<file path="src/design/bus_pkg.sv">
`default_nettype none

package bus_pkg;

    // Field widths
    localparam int PADR_W    = 15;
    localparam int WORD_W    = 32;
    localparam int SLOTS     = 4;
    localparam int LINE_W    = WORD_W * SLOTS;
    localparam int UNIT_W    = 4;
    localparam int NWORDS_W  = 3;

    localparam int N_SRC     = 2;   // Source units on the bus
    localparam int N_DES     = 2;   // Destination units on the bus
    localparam int SRC_IDX_W = $clog2(N_SRC);

    typedef logic [PADR_W-1:0]    padr_t;
    typedef logic [WORD_W-1:0]    word_t;
    typedef logic [LINE_W-1:0]    line_t;      // Four word slots with slot 0 in the low bits
    typedef logic [UNIT_W-1:0]    unit_id_t;
    typedef logic [SLOTS-1:0]     slot_mask_t; // One-hot with bit 0 on the last beat
    typedef logic [NWORDS_W-1:0]  nwords_t;
    typedef logic [SRC_IDX_W-1:0] src_idx_t;

    typedef struct packed {
        padr_t    padr;
        unit_id_t ret;   // Unit that issued the packet
        unit_id_t dest;
        logic     rw;
    } pkt_hdr_t;

    typedef struct packed {
        pkt_hdr_t hdr;
        line_t    data;
        nwords_t  nwords;
    } pkt_req_t;

    typedef struct packed {
        logic       valid;
        pkt_hdr_t   hdr;
        word_t      word;
        slot_mask_t slot;
    } bus_beat_t;

    typedef struct packed {
        pkt_hdr_t hdr;
        line_t    data;
        nwords_t  nwords;
    } pkt_out_t;

    // One-hot with bits for free, receiving and full
    typedef enum logic [2:0] {
        DES_FREE = 3'b001,
        DES_RECV = 3'b010,
        DES_FULL = 3'b100
    } des_state_e;

endpackage

`default_nettype wire

</file>
<file path="src/design/bus_src.sv">
`timescale 1ns/1ps
`default_nettype none

module bus_src (
    input  logic                clk_bus,
    input  logic                rst_n,
    input  logic                send,
    input  bus_pkg::pkt_req_t   req,
    output logic                busy,
    output logic                bus_req,
    output bus_pkg::unit_id_t   req_dest,
    input  logic                grant,
    output bus_pkg::bus_beat_t  beat
);

    bus_pkg::pkt_req_t held;        // Packet copied from the block
    bus_pkg::nwords_t  cur;         // Slot index of the current beat
    logic              beat_valid;
    logic              take;
    logic              last_beat;

    assign take      = send && !busy;
    assign last_beat = beat_valid && (cur == '0);

    // Packet payload loaded once per send
    always_ff @(posedge clk_bus) begin
        if (take) begin
            held <= req;
        end
    end

    always_ff @(posedge clk_bus) begin
        if (!rst_n) begin
            busy       <= 1'b0;
            bus_req    <= 1'b0;
            beat_valid <= 1'b0;
            cur        <= '0;
        end else begin
            if (take) begin
                busy    <= 1'b1;
                bus_req <= 1'b1;   // Ask the bau next cycle
            end else if (last_beat) begin
                busy <= 1'b0;
            end

            if (grant) begin
                // Start from the highest used slot
                bus_req    <= 1'b0;
                beat_valid <= 1'b1;
                cur        <= held.nwords - 1'b1;
            end else if (last_beat) begin
                beat_valid <= 1'b0;
            end else if (beat_valid) begin
                cur <= cur - 1'b1;   // Step down towards slot 0
            end
        end
    end

    assign req_dest = held.hdr.dest;

    // Beat is built from the held packet and the slot counter
    always_comb begin
        beat.valid = beat_valid;
        beat.hdr   = held.hdr;
        beat.word  = held.data[cur*bus_pkg::WORD_W +: bus_pkg::WORD_W];
        beat.slot  = bus_pkg::slot_mask_t'(1) << cur;
    end

endmodule

`default_nettype wire

</file>
<file path="config.mk">
export PLATFORM = sky130hd
export DESIGN_NAME = bus_src
export DESIGN_NICKNAME = d
export VERILOG_FILES = /design/src/design/bus_pkg.sv /design/src/design/bus_src.sv
export SDC_FILE = /design/constraint.sdc
export NUM_CORES = 1
export LEC_CHECK = 0
export BUFFER_PORTS_ARGS = -buffer_cell sky130_fd_sc_hd__buf_2
export CAP_MARGIN = 20
export CORE_UTILIZATION = 45
export CTS_CLUSTER_SIZE = 12
export DETAILED_ROUTE_END_ITERATION = 16
export PLACE_DENSITY = 0.89
export RECOVER_POWER = 50
export SKIP_LAST_GASP = 1
export SYNTH_ARGS = -nofsm -noshare
export SYNTH_HDL_FRONTEND = slang
export SYNTH_SLANG_ARGS = --single-unit
export TNS_END_PERCENT = 20
</file>
<file path="constraint.sdc">
create_clock -name clk_bus -period 8.05 [get_ports clk_bus]
set_clock_uncertainty 0.15 [all_clocks]
set_input_delay 1.2075 -clock clk_bus [delete_from_list [all_inputs] [get_ports clk_bus]]
set_output_delay 1.2075 -clock clk_bus [all_outputs]
set_load 0.02 [all_outputs]
</file>
# Word-level counts from Yosys, hierarchy flattened
# Cells that the tools add are included.
[word_totals]
reg_bits = 161
inputBits = 159
wordCells = 31
[op_classes]
add_sub_neg = 2
eq_ne = 1
n_shift = 2
muxes = 6
bitwise = 1
n_reduce_logical = 9
[ops]
columns = ["cell", "count"]
rows = [
  ["128-bit by 9-bit variable part select with 32-bit output", 1],
  ["3-bit 2-to-1 mux", 3],
  ["2-bit nonzero test", 3],
  ["3-bit by 1-bit subtractor with 3-bit output, second input constant", 2],
  ["1-bit by 3-bit << shifter with 4-bit output, first input constant", 1],
  ["3-bit logical NOT", 1],
  ["1-bit 2-to-1 mux", 3],
  ["1-bit logical AND", 2],
  ["2-bit inequality test, second input constant", 1],
  ["2-bit AND reduction", 1],
  ["2-bit OR reduction", 1],
  ["1-bit logical NOT", 1],
  ["1-bit NOT", 1],
]

# Longest topological paths before layout
[logic_depth]
ltp_word = 4
depth_mapped = 7

# Worst setup path before layout
# Ideal clock, no wire load.
[synth_path]
path_type = "input port to flip-flop"
from = "input port send"
to = "register held (netlist bit beat[36]), enable pin"
t_arrival_ns = 7.940
required_time_ns = 7.212
setup_slack_ns = -0.729
path_stages = 1
cell_sequence = "nor2b_1"
[synth_via]
elab_chain_len = 1
[synth_lines]
columns = ["item", "line", "text"]
rows = [
  ["start: declaration", "bus_src.sv:7", "input logic send,"],
  ["1-bit logical AND", "bus_src.sv:22", "assign take = send && !busy;"],
  ["end signal: assignment", "bus_src.sv:28", "held <= req;"],
  ["end: declaration", "bus_src.sv:16", "bus_pkg::pkt_req_t held;"],
]
# Every way passes these cells.
# A chain may end at the register's enable or synchronous reset.

# Worst setup path after layout
[layout_path]
from = "input port send"
to = "register held[36] in the netlist's numbering, enable pin"
[layout_via]
elab_chain_len = 1
[layout_lines]
columns = ["item", "line", "text"]
rows = [
  ["1-bit logical AND", "bus_src.sv:22", ""],
  ["net take", "bus_src.sv:19", "logic take;"],
]
# The timed path passes the listed nets, and every way through them passes these cells.

==> results.ini <==
[floorplan]
row_count=42
die_w_um=119.6
core_um2=13350
dieArea_um2=14290
initial_core_util_pct=46.59
ioPinCount=226
die_h_um=119.6

[global_routing]
grt_util_all_layers_pct=17.61
grt_pass1_wl_um=18290
grt-ovfl-total=0
grt_pass1_vias=3740
antenna_found_initial=0
grt_max_degree=83

[clocking]
clock_latency_ns=0.41
root_buffer=clkbuf_16
cts_buffer_depth=2
htreeDepth=4
cts.clk_slew.worst_paths_ns=0.06
hold_buffers=0
cts_tree=built
cts_setup_buffers=0
numCtsBuffers=17
cts.sinks=161
ctsResizeCount=0

[worst_setup_path]
start_kind=primary input
critPathSlowestCell=clkbuf_1
crit_fanout=82
path_buf_inv=3
critical-path-max-stage-delay_ns=2.76
path_delay_family=buffers and inverters
critical_path_class=in2reg
crit_required_ns=7.93
critical_path.endpoint_type=flop
crit_chain=buf_2 -> nor2b_1 -> clkbuf_1 -> buf_4
critPathArrivalTime_ns=5.42

[timing]
max_freq_ghz=0.1806
min_period_ns=5.538
final.setup.tns_ns=0
worstMarginPinSlew_ns=3.948
relSlewSlack_pct=-163.2
finalHoldViolCount=0
grt_setup_unrepaired=false
setup_violations=0
slew_viol_final=101
finalCritPeriodShare_pct=68.79

[pwr]
powerDensity_nw_per_um2=255.8
power_leakage_nw=2.988
ir_drop_uv=173.8

[synth]
synth.yosys.seq_area_share_pct=76.78
ys_seq_elements=161
synth.cell_area_um2=6218
synth_warnings=0
synth.distinct_cells=25
avgSynthCellArea_um2=20.87
synthCells=298
syn-num-nets=458

[route]
wl_per_cell_um=17.59
route.detailed.drc=0
first_pass_iters=4
ant_nets=0
via_per_inst=4.969
dr_total_vias=3419
drtIter0Drc=130
drt-total-wl_um=12100

[place]
post_dp_cell_area_um2=7283
gp_congestion=0.7833
dpl.hpwl_um=8261
numPortBuffers=225
dp_cells=659

[layout]
n_fill_cell=1029
final_nets=662
multi_input_area_um2=1124
post-route-util_pct=58.39
register_area_um2=4777
design_area_um2=7794
syn_to_final_growth_pct=25.33
drive_above_1_share_pct=53.52
antennaDiodeCount=0
fin_cells=688

[run]
cap_viol_max_count=2

[status]
violations=capacitance limit, slew limit
outcome=finished, violations left

[hold_path]
min_path_type=reg2reg

## flip-flops by register name, indices dropped and copies added (netlist names)
signal / flops
held: 131
beat_valid: 1
cur: 3
bus_req: 1
busy: 1
req_dest: 4
beat: 20
## layer usage
| layer | global-route usage (%) | wire [um] |
|---|---|---|
| met1 | 20.09 | 4719 |
| met4 | 10.23 | 345 |
| met2 | 28.54 | 6151 |
| met5 | 0 | 0 |
| met3 | 6.416 | 883 |
## stage by stage
step | power [mW] | setup slack [ns] | hold WS [ns]
2_1_floorplan | 1.184 | 2.197 | 0.3442
3_3_place_gp | 1.259 | 4.509 | 0.3276
3_5_place_dp | 1.269 | 4.362 | 0.3723
4_1_cts | 2.018 | 4.018 | 0.3806
5_1_grt | 2.061 | 2.157 | 0.4018
6_report | 1.994 | 2.512 | 0.3560
## synth_stat cells
cell type / n / area share (%)
edfxtp_1: 155 / 75
nor2b_1: 35 / 3.5
mux4_2: 32 / 12
buf_4: 30 / 3.6
dfxtp_1: 6 / 1.9
buf_6: 5 / 0.91
clkbuf_1: 5 / 0.30
nor3b_1: 4 / 0.48
buf_2: 3 / 0.24
nor2_1: 3 / 0.18
o21ai_0: 3 / 0.24
mux2i_1: 2 / 0.32
nand2_1: 2 / 0.12
o311a_1: 2 / 0.32
a21boi_0: 1 / 0.12
a21oi_1: 1 / 0.080
a31oi_1: 1 / 0.10
and3b_1: 1 / 0.14
ha_1: 1 / 0.20
nand2b_1: 1 / 0.10
nand3_1: 1 / 0.080
nor3_2: 1 / 0.16
o211ai_1: 1 / 0.12
o21a_1: 1 / 0.12
xnor2_1: 1 / 0.14
## layout make-up
| type | count | area share [%] |
|---|---|---|
| clock inverter | 11 | 1.525 |
| clock buffer | 18 | 5.507 |
| sequential | 161 | 61.29 |
| timing repair buffer | 228 | 14.43 |
| multi-input combinational | 94 | 14.42 |
| tap | 176 | 2.825 |
## kinds of logic after synthesis
| group | count (synthesis) | synth area share (%) |
|---|---|---|
| DFF | 161 | 76.78 |
| adders and majority gates | 1 | 0.2012 |
| muxes | 34 | 11.91 |
| xor gates and xnor gates | 1 | 0.1409 |
| AOI/OAI and AO/OA | 10 | 1.107 |
| buffers and inverters | 43 | 5.070 |
| and+or+nand+nor | 48 | 4.789 |
## cell usage in the layout, fill, tap and decap left out, types with 3 or more instances in the layout
cell type / n
buf_2: 212
nor2b_1: 35
dfxtp_1: 4
nor2_1: 3
clkinvlp_4: 6
o21ai_0: 3
mux4_2: 32
nor3b_1: 4
clkbuf_1: 16
clkbuf_16: 17
edfxtp_1: 155
## path summary, 6_finish.rpt
check	from	end	slack, ns	cells past startpoint
worst max register to register	busy	held[36]	3.08	3
worst min-delay path	busy	busy	0.36	1
worst max-delay path	send	held[36]	2.51	4
worst min register to register	busy	busy	0.36	1
## power breakdown
group | switching (mW) | internal (mW) | total [mW]
combinational | 0.122 | 0.108 | 0.230
clock | 0.298 | 0.448 | 0.746
sequential | 0.0341 | 0.983 | 1.02
total | 0.454 | 1.54 | 1.99
(Power assumes the default switching activity.)
